===== src/design/sigmoidPkg.sv =====
package sigmoidPkg;

    // scores and activations
    localparam int dataWidth = 8;

    // buffer geometry
    localparam int numRows = 64;
    localparam int resCols = 2;
    localparam int sigCols = 3;
    localparam int resAddrWidth = 7;
    localparam int sigAddrWidth = 8;
    localparam int rowWidth = 6;

    // first byte of every SIG row
    localparam logic [dataWidth-1:0] biasValue = 8'd255;

    // ends of the activation curve
    localparam logic [dataWidth-1:0] lutMin = 8'd12;
    localparam logic [dataWidth-1:0] lutMax = 8'd243;

    // one-hot sequencer states
    localparam int seqStateWidth = 5;
    localparam logic [seqStateWidth-1:0] seqIdle = 5'b00001;
    localparam logic [seqStateWidth-1:0] seqWriteBias = 5'b00010;
    localparam logic [seqStateWidth-1:0] seqWriteAct0 = 5'b00100;
    localparam logic [seqStateWidth-1:0] seqWriteAct1 = 5'b01000;
    localparam logic [seqStateWidth-1:0] seqFinish = 5'b10000;

endpackage


===== src/design/sigmoidLut.sv =====
`timescale 1ns/10ps

module sigmoidLut (
    input  logic [sigmoidPkg::dataWidth-1:0] score,
    output logic [sigmoidPkg::dataWidth-1:0] actValue
);
    import sigmoidPkg::*;

    // one range per output step, curve is monotonic
    always_comb begin
        case (score) inside
            [0:3]:     actValue = lutMin;
            [4:6]:     actValue = 8'd13;
            [7:9]:     actValue = 8'd14;
            [10:12]:   actValue = 8'd15;
            [13:15]:   actValue = 8'd16;
            [16:17]:   actValue = 8'd17;
            [18:20]:   actValue = 8'd18;
            [21:22]:   actValue = 8'd19;
            [23:24]:   actValue = 8'd20;
            [25:27]:   actValue = 8'd21;
            [28:29]:   actValue = 8'd22;
            [30:31]:   actValue = 8'd23;
            [32:33]:   actValue = 8'd24;
            [34:34]:   actValue = 8'd25;
            [35:36]:   actValue = 8'd26;
            [37:38]:   actValue = 8'd27;
            [39:40]:   actValue = 8'd28;
            [41:41]:   actValue = 8'd29;
            [42:43]:   actValue = 8'd30;
            [44:44]:   actValue = 8'd31;
            [45:46]:   actValue = 8'd32;
            [47:47]:   actValue = 8'd33;
            [48:49]:   actValue = 8'd34;
            [50:50]:   actValue = 8'd35;
            [51:52]:   actValue = 8'd36;
            [53:53]:   actValue = 8'd37;
            [54:54]:   actValue = 8'd38;
            [55:56]:   actValue = 8'd39;
            [57:57]:   actValue = 8'd40;
            [58:58]:   actValue = 8'd41;
            [59:59]:   actValue = 8'd42;
            [60:60]:   actValue = 8'd43;
            [61:62]:   actValue = 8'd44;
            [63:63]:   actValue = 8'd45;
            // steep middle of the curve
            [64:64]:   actValue = 8'd46;
            [65:65]:   actValue = 8'd47;
            [66:66]:   actValue = 8'd48;
            [67:67]:   actValue = 8'd49;
            [68:68]:   actValue = 8'd50;
            [69:69]:   actValue = 8'd51;
            [70:70]:   actValue = 8'd52;
            [71:71]:   actValue = 8'd53;
            [72:72]:   actValue = 8'd54;
            [73:73]:   actValue = 8'd55;
            [74:74]:   actValue = 8'd56;
            [75:75]:   actValue = 8'd57;
            [76:76]:   actValue = 8'd58;
            [77:77]:   actValue = 8'd59;
            [78:78]:   actValue = 8'd60;
            [79:79]:   actValue = 8'd61;
            [80:80]:   actValue = 8'd62;
            [81:81]:   actValue = 8'd63;
            [82:82]:   actValue = 8'd64;
            [83:83]:   actValue = 8'd66;
            [84:84]:   actValue = 8'd67;
            [85:85]:   actValue = 8'd68;
            [86:86]:   actValue = 8'd69;
            [87:87]:   actValue = 8'd70;
            [88:88]:   actValue = 8'd72;
            [89:89]:   actValue = 8'd73;
            [90:90]:   actValue = 8'd74;
            [91:91]:   actValue = 8'd75;
            [92:92]:   actValue = 8'd76;
            [93:93]:   actValue = 8'd78;
            [94:94]:   actValue = 8'd79;
            [95:95]:   actValue = 8'd80;
            [96:96]:   actValue = 8'd82;
            [97:97]:   actValue = 8'd83;
            [98:98]:   actValue = 8'd84;
            [99:99]:   actValue = 8'd86;
            [100:100]: actValue = 8'd87;
            [101:101]: actValue = 8'd88;
            [102:102]: actValue = 8'd90;
            [103:103]: actValue = 8'd91;
            [104:104]: actValue = 8'd92;
            [105:105]: actValue = 8'd94;
            [106:106]: actValue = 8'd95;
            [107:107]: actValue = 8'd97;
            [108:108]: actValue = 8'd98;
            [109:109]: actValue = 8'd99;
            [110:110]: actValue = 8'd101;
            [111:111]: actValue = 8'd102;
            [112:112]: actValue = 8'd104;
            [113:113]: actValue = 8'd105;
            [114:114]: actValue = 8'd107;
            [115:115]: actValue = 8'd108;
            [116:116]: actValue = 8'd110;
            [117:117]: actValue = 8'd111;
            [118:118]: actValue = 8'd113;
            [119:119]: actValue = 8'd114;
            [120:120]: actValue = 8'd116;
            [121:121]: actValue = 8'd117;
            [122:122]: actValue = 8'd119;
            [123:123]: actValue = 8'd120;
            [124:124]: actValue = 8'd122;
            [125:125]: actValue = 8'd123;
            [126:126]: actValue = 8'd125;
            [127:127]: actValue = 8'd126;
            [128:128]: actValue = 8'd128;
            [129:129]: actValue = 8'd129;
            [130:130]: actValue = 8'd130;
            [131:131]: actValue = 8'd132;
            [132:132]: actValue = 8'd133;
            [133:133]: actValue = 8'd135;
            [134:134]: actValue = 8'd136;
            [135:135]: actValue = 8'd138;
            [136:136]: actValue = 8'd139;
            [137:137]: actValue = 8'd141;
            [138:138]: actValue = 8'd142;
            [139:139]: actValue = 8'd144;
            [140:140]: actValue = 8'd145;
            [141:141]: actValue = 8'd147;
            [142:142]: actValue = 8'd148;
            [143:143]: actValue = 8'd150;
            [144:144]: actValue = 8'd151;
            [145:145]: actValue = 8'd153;
            [146:146]: actValue = 8'd154;
            [147:147]: actValue = 8'd156;
            [148:148]: actValue = 8'd157;
            [149:149]: actValue = 8'd158;
            [150:150]: actValue = 8'd160;
            [151:151]: actValue = 8'd161;
            [152:152]: actValue = 8'd163;
            [153:153]: actValue = 8'd164;
            [154:154]: actValue = 8'd165;
            [155:155]: actValue = 8'd167;
            [156:156]: actValue = 8'd168;
            [157:157]: actValue = 8'd169;
            [158:158]: actValue = 8'd171;
            [159:159]: actValue = 8'd172;
            [160:160]: actValue = 8'd173;
            [161:161]: actValue = 8'd175;
            [162:162]: actValue = 8'd176;
            [163:163]: actValue = 8'd177;
            [164:164]: actValue = 8'd179;
            [165:165]: actValue = 8'd180;
            [166:166]: actValue = 8'd181;
            [167:167]: actValue = 8'd182;
            [168:168]: actValue = 8'd183;
            [169:169]: actValue = 8'd185;
            [170:170]: actValue = 8'd186;
            [171:171]: actValue = 8'd187;
            [172:172]: actValue = 8'd188;
            [173:173]: actValue = 8'd189;
            [174:174]: actValue = 8'd191;
            [175:175]: actValue = 8'd192;
            [176:176]: actValue = 8'd193;
            [177:177]: actValue = 8'd194;
            [178:178]: actValue = 8'd195;
            [179:179]: actValue = 8'd196;
            [180:180]: actValue = 8'd197;
            [181:181]: actValue = 8'd198;
            [182:182]: actValue = 8'd199;
            [183:183]: actValue = 8'd200;
            [184:184]: actValue = 8'd201;
            [185:185]: actValue = 8'd202;
            [186:186]: actValue = 8'd203;
            [187:187]: actValue = 8'd204;
            [188:188]: actValue = 8'd205;
            [189:189]: actValue = 8'd206;
            [190:190]: actValue = 8'd207;
            [191:191]: actValue = 8'd208;
            [192:192]: actValue = 8'd209;
            [193:193]: actValue = 8'd210;
            // upper knee flattens out
            [194:195]: actValue = 8'd211;
            [196:196]: actValue = 8'd212;
            [197:197]: actValue = 8'd213;
            [198:198]: actValue = 8'd214;
            [199:199]: actValue = 8'd215;
            [200:201]: actValue = 8'd216;
            [202:202]: actValue = 8'd217;
            [203:203]: actValue = 8'd218;
            [204:205]: actValue = 8'd219;
            [206:206]: actValue = 8'd220;
            [207:208]: actValue = 8'd221;
            [209:209]: actValue = 8'd222;
            [210:211]: actValue = 8'd223;
            [212:212]: actValue = 8'd224;
            [213:214]: actValue = 8'd225;
            [215:215]: actValue = 8'd226;
            [216:217]: actValue = 8'd227;
            [218:219]: actValue = 8'd228;
            [220:221]: actValue = 8'd229;
            [222:222]: actValue = 8'd230;
            [223:224]: actValue = 8'd231;
            [225:226]: actValue = 8'd232;
            [227:228]: actValue = 8'd233;
            [229:231]: actValue = 8'd234;
            [232:233]: actValue = 8'd235;
            [234:235]: actValue = 8'd236;
            [236:238]: actValue = 8'd237;
            [239:240]: actValue = 8'd238;
            [241:243]: actValue = 8'd239;
            [244:246]: actValue = 8'd240;
            [247:249]: actValue = 8'd241;
            [250:252]: actValue = 8'd242;
            // 253 and above saturate
            default:   actValue = lutMax;
        endcase
    end

endmodule


===== src/design/sigmoidSequencer.sv =====
`timescale 1ns/10ps

module sigmoidSequencer (
    input  logic                                clk,
    input  logic                                rst,
    input  logic                                startSigmoid,
    input  logic [sigmoidPkg::dataWidth-1:0]    actValue,
    output logic                                sigmoidDone,
    output logic                                resReadEn,
    output logic [sigmoidPkg::resAddrWidth-1:0] resAddr,
    output logic                                sigWriteEn,
    output logic [sigmoidPkg::sigAddrWidth-1:0] sigAddr,
    output logic [sigmoidPkg::dataWidth-1:0]    sigData
);
    import sigmoidPkg::*;

    logic [seqStateWidth-1:0] state;
    logic [rowWidth-1:0]      row;
    logic [resAddrWidth-1:0]  resBase;
    logic [sigAddrWidth-1:0]  sigBase;
    logic                     lastRow;

    assign lastRow = (row == rowWidth'(numRows - 1));

    // state names the SIG byte currently on the write port
    assign sigWriteEn = |(state & (seqWriteBias | seqWriteAct0 | seqWriteAct1));
    assign sigmoidDone = (state == seqWriteAct1) && lastRow;

    // scores are fetched one cycle ahead of their write
    assign resReadEn = |(state & (seqWriteBias | seqWriteAct0));
    assign resAddr = (state == seqWriteAct0) ? resBase + resAddrWidth'(1) : resBase;

    always_ff @(posedge clk) begin
        if (rst) begin
            state <= seqIdle;
            row <= '0;
            resBase <= '0;
            sigBase <= '0;
        end else begin
            case (state)
                seqIdle: begin
                    if (startSigmoid) begin
                        state <= seqWriteBias;
                        row <= '0;
                        resBase <= '0;
                        sigBase <= '0;
                    end
                end
                seqWriteBias: begin
                    state <= seqWriteAct0;
                end
                seqWriteAct0: begin
                    state <= seqWriteAct1;
                end
                seqWriteAct1: begin
                    if (lastRow) begin
                        state <= seqFinish;
                    end else begin
                        state <= seqWriteBias;
                        row <= row + rowWidth'(1);
                        resBase <= resBase + resAddrWidth'(resCols);
                        sigBase <= sigBase + sigAddrWidth'(sigCols);
                    end
                end
                // recovery cycle, start not yet taken
                seqFinish: begin
                    state <= seqIdle;
                end
                default: begin
                    state <= seqIdle;
                end
            endcase
        end
    end

    // next write byte and its address
    always_ff @(posedge clk) begin
        case (state)
            seqIdle: begin
                sigData <= biasValue;
                sigAddr <= '0;
            end
            seqWriteBias: begin
                sigData <= actValue;
                sigAddr <= sigBase + sigAddrWidth'(1);
            end
            seqWriteAct0: begin
                sigData <= actValue;
                sigAddr <= sigBase + sigAddrWidth'(2);
            end
            seqWriteAct1: begin
                // bias of the following row
                sigData <= biasValue;
                sigAddr <= sigBase + sigAddrWidth'(sigCols);
            end
            default: begin
                sigData <= sigData;
                sigAddr <= sigAddr;
            end
        endcase
    end

endmodule


===== src/design/sigmoidUnit.sv =====
`timescale 1ns/10ps

module sigmoidUnit (
    input  logic                                clk,
    input  logic                                rst,
    input  logic                                startSigmoid,
    input  logic [sigmoidPkg::dataWidth-1:0]    resData,
    output logic                                sigmoidDone,
    output logic                                resReadEn,
    output logic [sigmoidPkg::resAddrWidth-1:0] resAddr,
    output logic                                sigWriteEn,
    output logic [sigmoidPkg::sigAddrWidth-1:0] sigAddr,
    output logic [sigmoidPkg::dataWidth-1:0]    sigData
);
    import sigmoidPkg::*;

    // sigmoid of the score currently on the RES read port
    logic [dataWidth-1:0] actValue;

    sigmoidLut lut (
        .score    (resData),
        .actValue (actValue)
    );

    sigmoidSequencer seq (
        .clk          (clk),
        .rst          (rst),
        .startSigmoid (startSigmoid),
        .actValue     (actValue),
        .sigmoidDone  (sigmoidDone),
        .resReadEn    (resReadEn),
        .resAddr      (resAddr),
        .sigWriteEn   (sigWriteEn),
        .sigAddr      (sigAddr),
        .sigData      (sigData)
    );

endmodule


===== config.mk =====
export PLATFORM = sky130hd
export DESIGN_NAME = sigmoidUnit
export DESIGN_NICKNAME = d
export VERILOG_FILES = /design/src/design/sigmoidPkg.sv /design/src/design/sigmoidLut.sv /design/src/design/sigmoidSequencer.sv /design/src/design/sigmoidUnit.sv
export SDC_FILE = /design/constraint.sdc
export NUM_CORES = 1
export LEC_CHECK = 0
export BUFFER_PORTS_ARGS = -buffer_cell sky130_fd_sc_hd__buf_2
export CAP_MARGIN = 20
export CORE_AREA = 2 2 105 117
export CTS_BUF_LIST = sky130_fd_sc_hd__clkbuf_16
export DETAILED_ROUTE_END_ITERATION = 12
export DIE_AREA = 0 0 107 119
export PLACE_DENSITY_LB_ADDON = 0.2
export SYNTH_ARGS = -nofsm -noshare
export SYNTH_HDL_FRONTEND = slang
export SYNTH_SLANG_ARGS = --single-unit

===== constraint.sdc =====
create_clock -name clk -period 4 [get_ports clk]
set_input_delay 0.2 -clock clk [delete_from_list [all_inputs] [get_ports clk]]
set_output_delay 0.2 -clock clk [all_outputs]
set_load 0.005 [all_outputs]

-- Word-level counts from Yosys, hierarchy flattened
Index checks and enable logic that the tools add are counted.
- latch bits: 0
- bits in read-only memories: 0
- bits in writable memories: 0
- output and inout bits: 26
- memories: 0
- register bits after elaboration: 42
- div/mod/pow operators: 0
- equality and inequality tests: 7
- multiplexer cells: 211
- add/sub/neg operators: 6
- bitwise logic cells: 0
- order comparisons: 392
- $mul: 0
- reduce and logical (&&, ||, !) cells: 205
- shifts and indexed selects: 0
- operator list (operator ; count):
    8-bit 2-to-1 mux ; 197
    8-bit greater-or-equal comparator (second input constant) ; 98
    8-bit less-or-equal comparator (second input constant) ; 98
    8-bit by 7-bit greater-or-equal comparator with 1-bit output (second input constant) ; 64
    8-bit by 7-bit less-or-equal comparator with 1-bit output (second input constant) ; 64
    1-bit logical AND ; 197
    8-bit by 6-bit greater-or-equal comparator with 1-bit output (second input constant) ; 22
    8-bit by 6-bit less-or-equal comparator with 1-bit output (second input constant) ; 22
    8-bit by 5-bit greater-or-equal comparator with 1-bit output (second input constant) ; 7
    8-bit by 5-bit less-or-equal comparator with 1-bit output (second input constant) ; 7
    8-bit case mux with 2 select lines ; 2
    8-bit case mux with 4 select lines ; 1
    8-bit by 4-bit less-or-equal comparator with 1-bit output (second input constant) ; 3
    7-bit 2-to-1 mux ; 3
    5-bit case mux with 4 select lines ; 1
    8-bit by 2-bit adder with 8-bit output (second input constant) ; 2
    8-bit by 3-bit greater-or-equal comparator with 1-bit output (second input constant) ; 2
    8-bit by 4-bit greater-or-equal comparator with 1-bit output (second input constant) ; 2
    7-bit case mux with 2 select lines ; 1
    6-bit 2-to-1 mux ; 2
    6-bit case mux with 2 select lines ; 1
    5-bit 2-to-1 mux ; 2
    8-bit by 1-bit adder with 8-bit output (second input constant) ; 1
    8-bit by 1-bit greater-or-equal comparator with 1-bit output (second input constant) ; 1
    17 further kinds ; 21

-- Logic depth before layout (Yosys ltp)
- depth in word-level cells: 199
- depth in mapped cells: 11

-- Modules after synthesis
A second synthesis with hierarchy kept.
- cell total of the unflattened synthesis: 741
- area total of the unflattened synthesis: 5464.0 µm²
- modules (own cells, without submodules) (module ; cells an instance ; area an instance (µm²) ; instances):
    sigmoidLut ; 489 ; 3265.6 ; 1
    sigmoidSequencer ; 252 ; 2198.4 ; 1

-- Worst setup path after synthesis
Ideal clock, no wire load.
- path kind: input-to-reg
- start: input port resData[2] (netlist name)
- end: register seq.sigData[3] (netlist name), data pin
- data required time: 3.724 ns
- buffers on the path: 2
- slack: 1.696 ns
- data arrival time: 2.027 ns
- cell stages on the path: 9
- cell sequence: buf_2 -> buf_4 -> nand2_2 -> nor2_1 -> a221o_1 -> a2111oi_0 -> nand3_1 -> nor4_1 -> nand3_1
- word-level cells in the longest chain between the ends: 197
- elaborated cells between the ends (all ways): 777
- those cells by class: order compare (388); mux (195); reduce/logical (194)
- ends and longest elaborated chain (item ; line ; RTL):
    start, declared ; sigmoidUnit.sv:7 ; input logic [sigmoidPkg::dataWidth-1:0] resData,
    8-bit greater-or-equal comparator (no line) or 8-bit less-or-equal comparator (tied branches) ; - ;
    1-bit logical AND (no line) ; - ;
    8-bit 2-to-1 mux (193 in a row) ; sigmoidLut.sv:11 ; case (score) inside
    8-bit 2-to-1 mux (*) ; sigmoidLut.sv:11 ;
    8-bit case mux with 2 select lines (*) ; sigmoidSequencer.sv:78 ; case (state)
    end signal, assigned ; sigmoidSequencer.sv:80 ; sigData <= biasValue;
    end signal, assigned ; sigmoidSequencer.sv:84 ; sigData <= actValue;
    end signal, assigned ; sigmoidSequencer.sv:88 ; sigData <= actValue;
    end, declared ; sigmoidSequencer.sv:13 ; output logic [sigmoidPkg::dataWidth-1:0] sigData
Every way passes the cells marked *; elsewhere a longest branch is shown, timed or not.
A chain may end at the register's enable or synchronous reset.

-- Worst setup path in the final report
- start: input port resData[4] (netlist name)
- end: register seq.sigData[4] (netlist name), data pin
Same word-level chain as after synthesis.

==> run summary <==
kind of critical path - in -> reg
first-pass GRT wire length - 36800 µm
Setup Skew - 0.00474 ns
largest net degree at the start of global routing - 43
Syn Inst Count - 718
Syn Nets - 735
setup violators final - 0
Via density - 7.38
die span in y - 119 µm
Critical Path Source Type - input port
Critical Path, Cell by Cell - buf_2, buf_4, nor2b_1, and3_1, a221oi_1, nand3_1, nor4b_1, nand3_1, o31ai_1
area delta synth->final - 8.12%
Switching Fraction - 0.354
Inserted Diodes - 0
CP endpoint kind - flop
Seq/Total Area, Yosys - 0.193
drt drc - 0
relative slew slack - 0.380
vias in the first global route - 5976
Yosys cell types - 83
clk sinks - 41
Slowest cell on crit path - nor4b_1
Leakage - 2.00 nW
Async SR Flop Fraction - 0
hold path cells - 2
CTS Buf Count - 5
total grt overflow - 0
IO buf count - 36
RSZ-0062 raised after global routing - no
fin crit period - 3.19 ns
Synth Register Bits - 41
Synth Warn # - 0
num rows - 42
CTS tree - done
Post-synth EDFFs - 16
Logic pwr share - 0.305
cell mode on critical path - nand3_1
ys flop type - dfxtp_1
Cell Count Post-Placement - 869
final hold violations - 0
area leader, netlist - dfxtp_1
worst-skew pair later-pin latency - 0.29 ns
HPWL after DPL - 18300 µm
routed len/inst - 28.7 µm
Area contributors post-synth - dfxtp_1 (9.8%), edfxtp_1 (9.4%), nor2_1 (5.8%)
PnR worst setup slack - 0.811 ns
Seq pwr share - 0.362
final net count - 739
vias - 6475
I/O pins - 37
Final Slew Violations - 0
CTS Root Cell - clkbuf_16
Crit path arrival time - 3.30 ns
setup_tns - 0 ns
Worst path max stage delay - 0.60 ns
Final Cell Area - 0.00550 mm²
maximum root-to-sink buffer count - 2
synthesized area - 0.00509 mm²
Initial DRT Pass Iterations - 9
GP Congestion - 1.14
pwr/cell area - 244 mW/mm²
Psw - 0.000475 W
reg2reg start - seq.state[1]
Max-Cap Viols - 0
family with the most delay on the worst path - simple AND/OR/NAND/NOR gates
placed cell areas - 0.00533 mm²
Starting Density - 0.434
initial drt markers - 1308
Int Power - 0.000867 W
clock share of power - 0.332
Hold Buf Count CTS - 0
CP max FO - 33
Die Wd - 107 µm
Antenna Violating Nets Remaining - 0
worst reg2reg setup slack - 1.59 ns
hold wc startpoint - rst
Total Routing Usage GR - 0.387
Core Box Area - 0.0117 mm²
Worst Path Required - 4.11 ns
pre-CTS WS - 0.694 ns
CTS-repair resized insts - 0
Avg Synthesized Cell Area - 7.08 µm²
top cell type's share of synthesized area - 0.0984
maximum vdd drop - 0.000333 V
Least-Margin Pin Slew - 0.924 ns
FF-to-FF End - seq.sigBase[2]
Routed WL - 25200 µm
worst hold path class - in -> reg
final non-filler cell total - 877
layout cell share with drive strength beyond 1 - 0.148
Setup Fix Bufs, Post-CTS - 0
die area - 0.0127 mm²
Hold EP - seq.state[3]
# H-tree levels - 2
Clk pin slew, worst setup/hold paths - 0.06 ns
status - finished, final reports clean
initial antenna violation count - 0
Reg2Reg Depth - 7
period utilization - 0.797
Bufs and invs on worst path - 2
f_max - 314 MHz
-- worst max-delay path by stage --
stage / start / end / slack [ns] / cells past startpoint
final: resData[4] / seq.sigData[4] / 0.81 / 9
after global routing: resData[4] / seq.sigData[4] / 0.80 / 9
after CTS: resData[4] / seq.sigData[4] / 1.0 / 9
after detailed placement: resData[4] / seq.sigData[4] / 0.69 / 9
after global placement: resData[3] / seq.sigData[2] / 0.62 / 8
after floorplan: resData[2] / seq.sigData[3] / 1.70 / 9
-- area by class of cell --
cell class	instances	area, µm²
multi-input combinational	588	3660
inverter	14	52.6
clock buffer	6	150
clock inverter	2	15.0
fill	1170	6220
tap	154	193
timing repair buffer	72	450
sequential	41	981
-- cells in the final DEF, fill, tap and decap left out, types with 7 or more instances in the layout --
| cell type | n |
|---|---|
| nor2b_1 | 12 |
| buf_2 | 36 |
| a31oi_1 | 13 |
| o211ai_1 | 8 |
| nand2_1 | 59 |
| o21ai_0 | 41 |
| nand4bb_1 | 7 |
| a2111oi_0 | 8 |
| nor2_1 | 79 |
| dfxtp_1 | 25 |
| nor3_1 | 33 |
| nand4b_1 | 9 |
| xor2_1 | 11 |
| nor4_1 | 8 |
| edfxtp_1 | 16 |
| nand4_1 | 12 |
| a21oi_1 | 47 |
| and3_1 | 10 |
| o31ai_1 | 7 |
| inv_1 | 14 |
| o22ai_1 | 24 |
| buf_4 | 36 |
| nand2b_1 | 16 |
| nand3_1 | 39 |
| or4_1 | 8 |
| a22oi_1 | 11 |
-- layer usage --
| layer | global-route usage | wire length, µm | vias up |
|---|---|---|---|
| met5 | 0 | 0 | - |
| met4 | 0.261 | 2200 | 0 |
| met3 | 0.0848 | 2870 | 172 |
| met2 | 0.636 | 11400 | 615 |
| met1 | 0.446 | 8720 | 2938 |
| li1 | - | - | 2750 |
-- synth_stat cells (14+ instances only) --
cell type / n
nor2_1: 79
nand2_1: 59
a21oi_1: 47
o21ai_0: 41
nand3_1: 39
nor3_1: 33
buf_2: 28
clkbuf_1: 27
dfxtp_1: 25
o22ai_1: 24
edfxtp_1: 16
nand2b_1: 16
inv_1: 14
-- power by group through the flow --
stage                     logic (W)  registers, W  clock network [W]
final                      0.000410      0.000487           0.000446
after global routing       0.000428      0.000490           0.000460
after CTS                  0.000388      0.000487           0.000445
after detailed placement   0.000387      0.000495                  0
after global placement     0.000391      0.000494                  0
after floorplan            0.000250      0.000495                  0
-- registers in the layout (all words and copies together), names as in the netlist --
| register | flops |
|---|---|
| seq.sigData | 8 |
| seq.sigBase | 8 |
| seq.sigAddr | 8 |
| seq.state | 5 |
| seq.row | 6 |
| seq.resBase | 6 |
-- cells by family after synthesis --
logic type                 Yosys count  share of synthesized area
muxes                                2                    0.00394
DFF                                 41                      0.193
and+or+nand+nor                    348                      0.385
adders and majority gates            6                     0.0148
buffers and inverters               89                     0.0895
xor gates and xnor gates            16                     0.0276
AOI/OAI and AO/OA                  216                      0.287
-- worst reg2reg max path: stages, from the launching register on --
cell,delay [ns]
dfxtp_1,0.41
nor2_1,0.10
nand3_1,0.36
or2_2,0.23
nand3_1,0.38
nor2_1,0.45
a21oi_1,0.13
a311oi_1,0.26
-- metrics by stage --
step / total power [W] / hold WS (ns) / utilization
floorplan: 0.000746 / 0.400 / -
global placement: 0.000885 / 0.460 / 0.455
detailed placement: 0.000882 / 0.472 / 0.455
CTS: 0.00132 / 0.230 / 0.469
global route: 0.00138 / 0.251 / 0.469
finish: 0.00134 / 0.239 / 0.469
No activity file was read; power rests on OpenSTA's default activity.
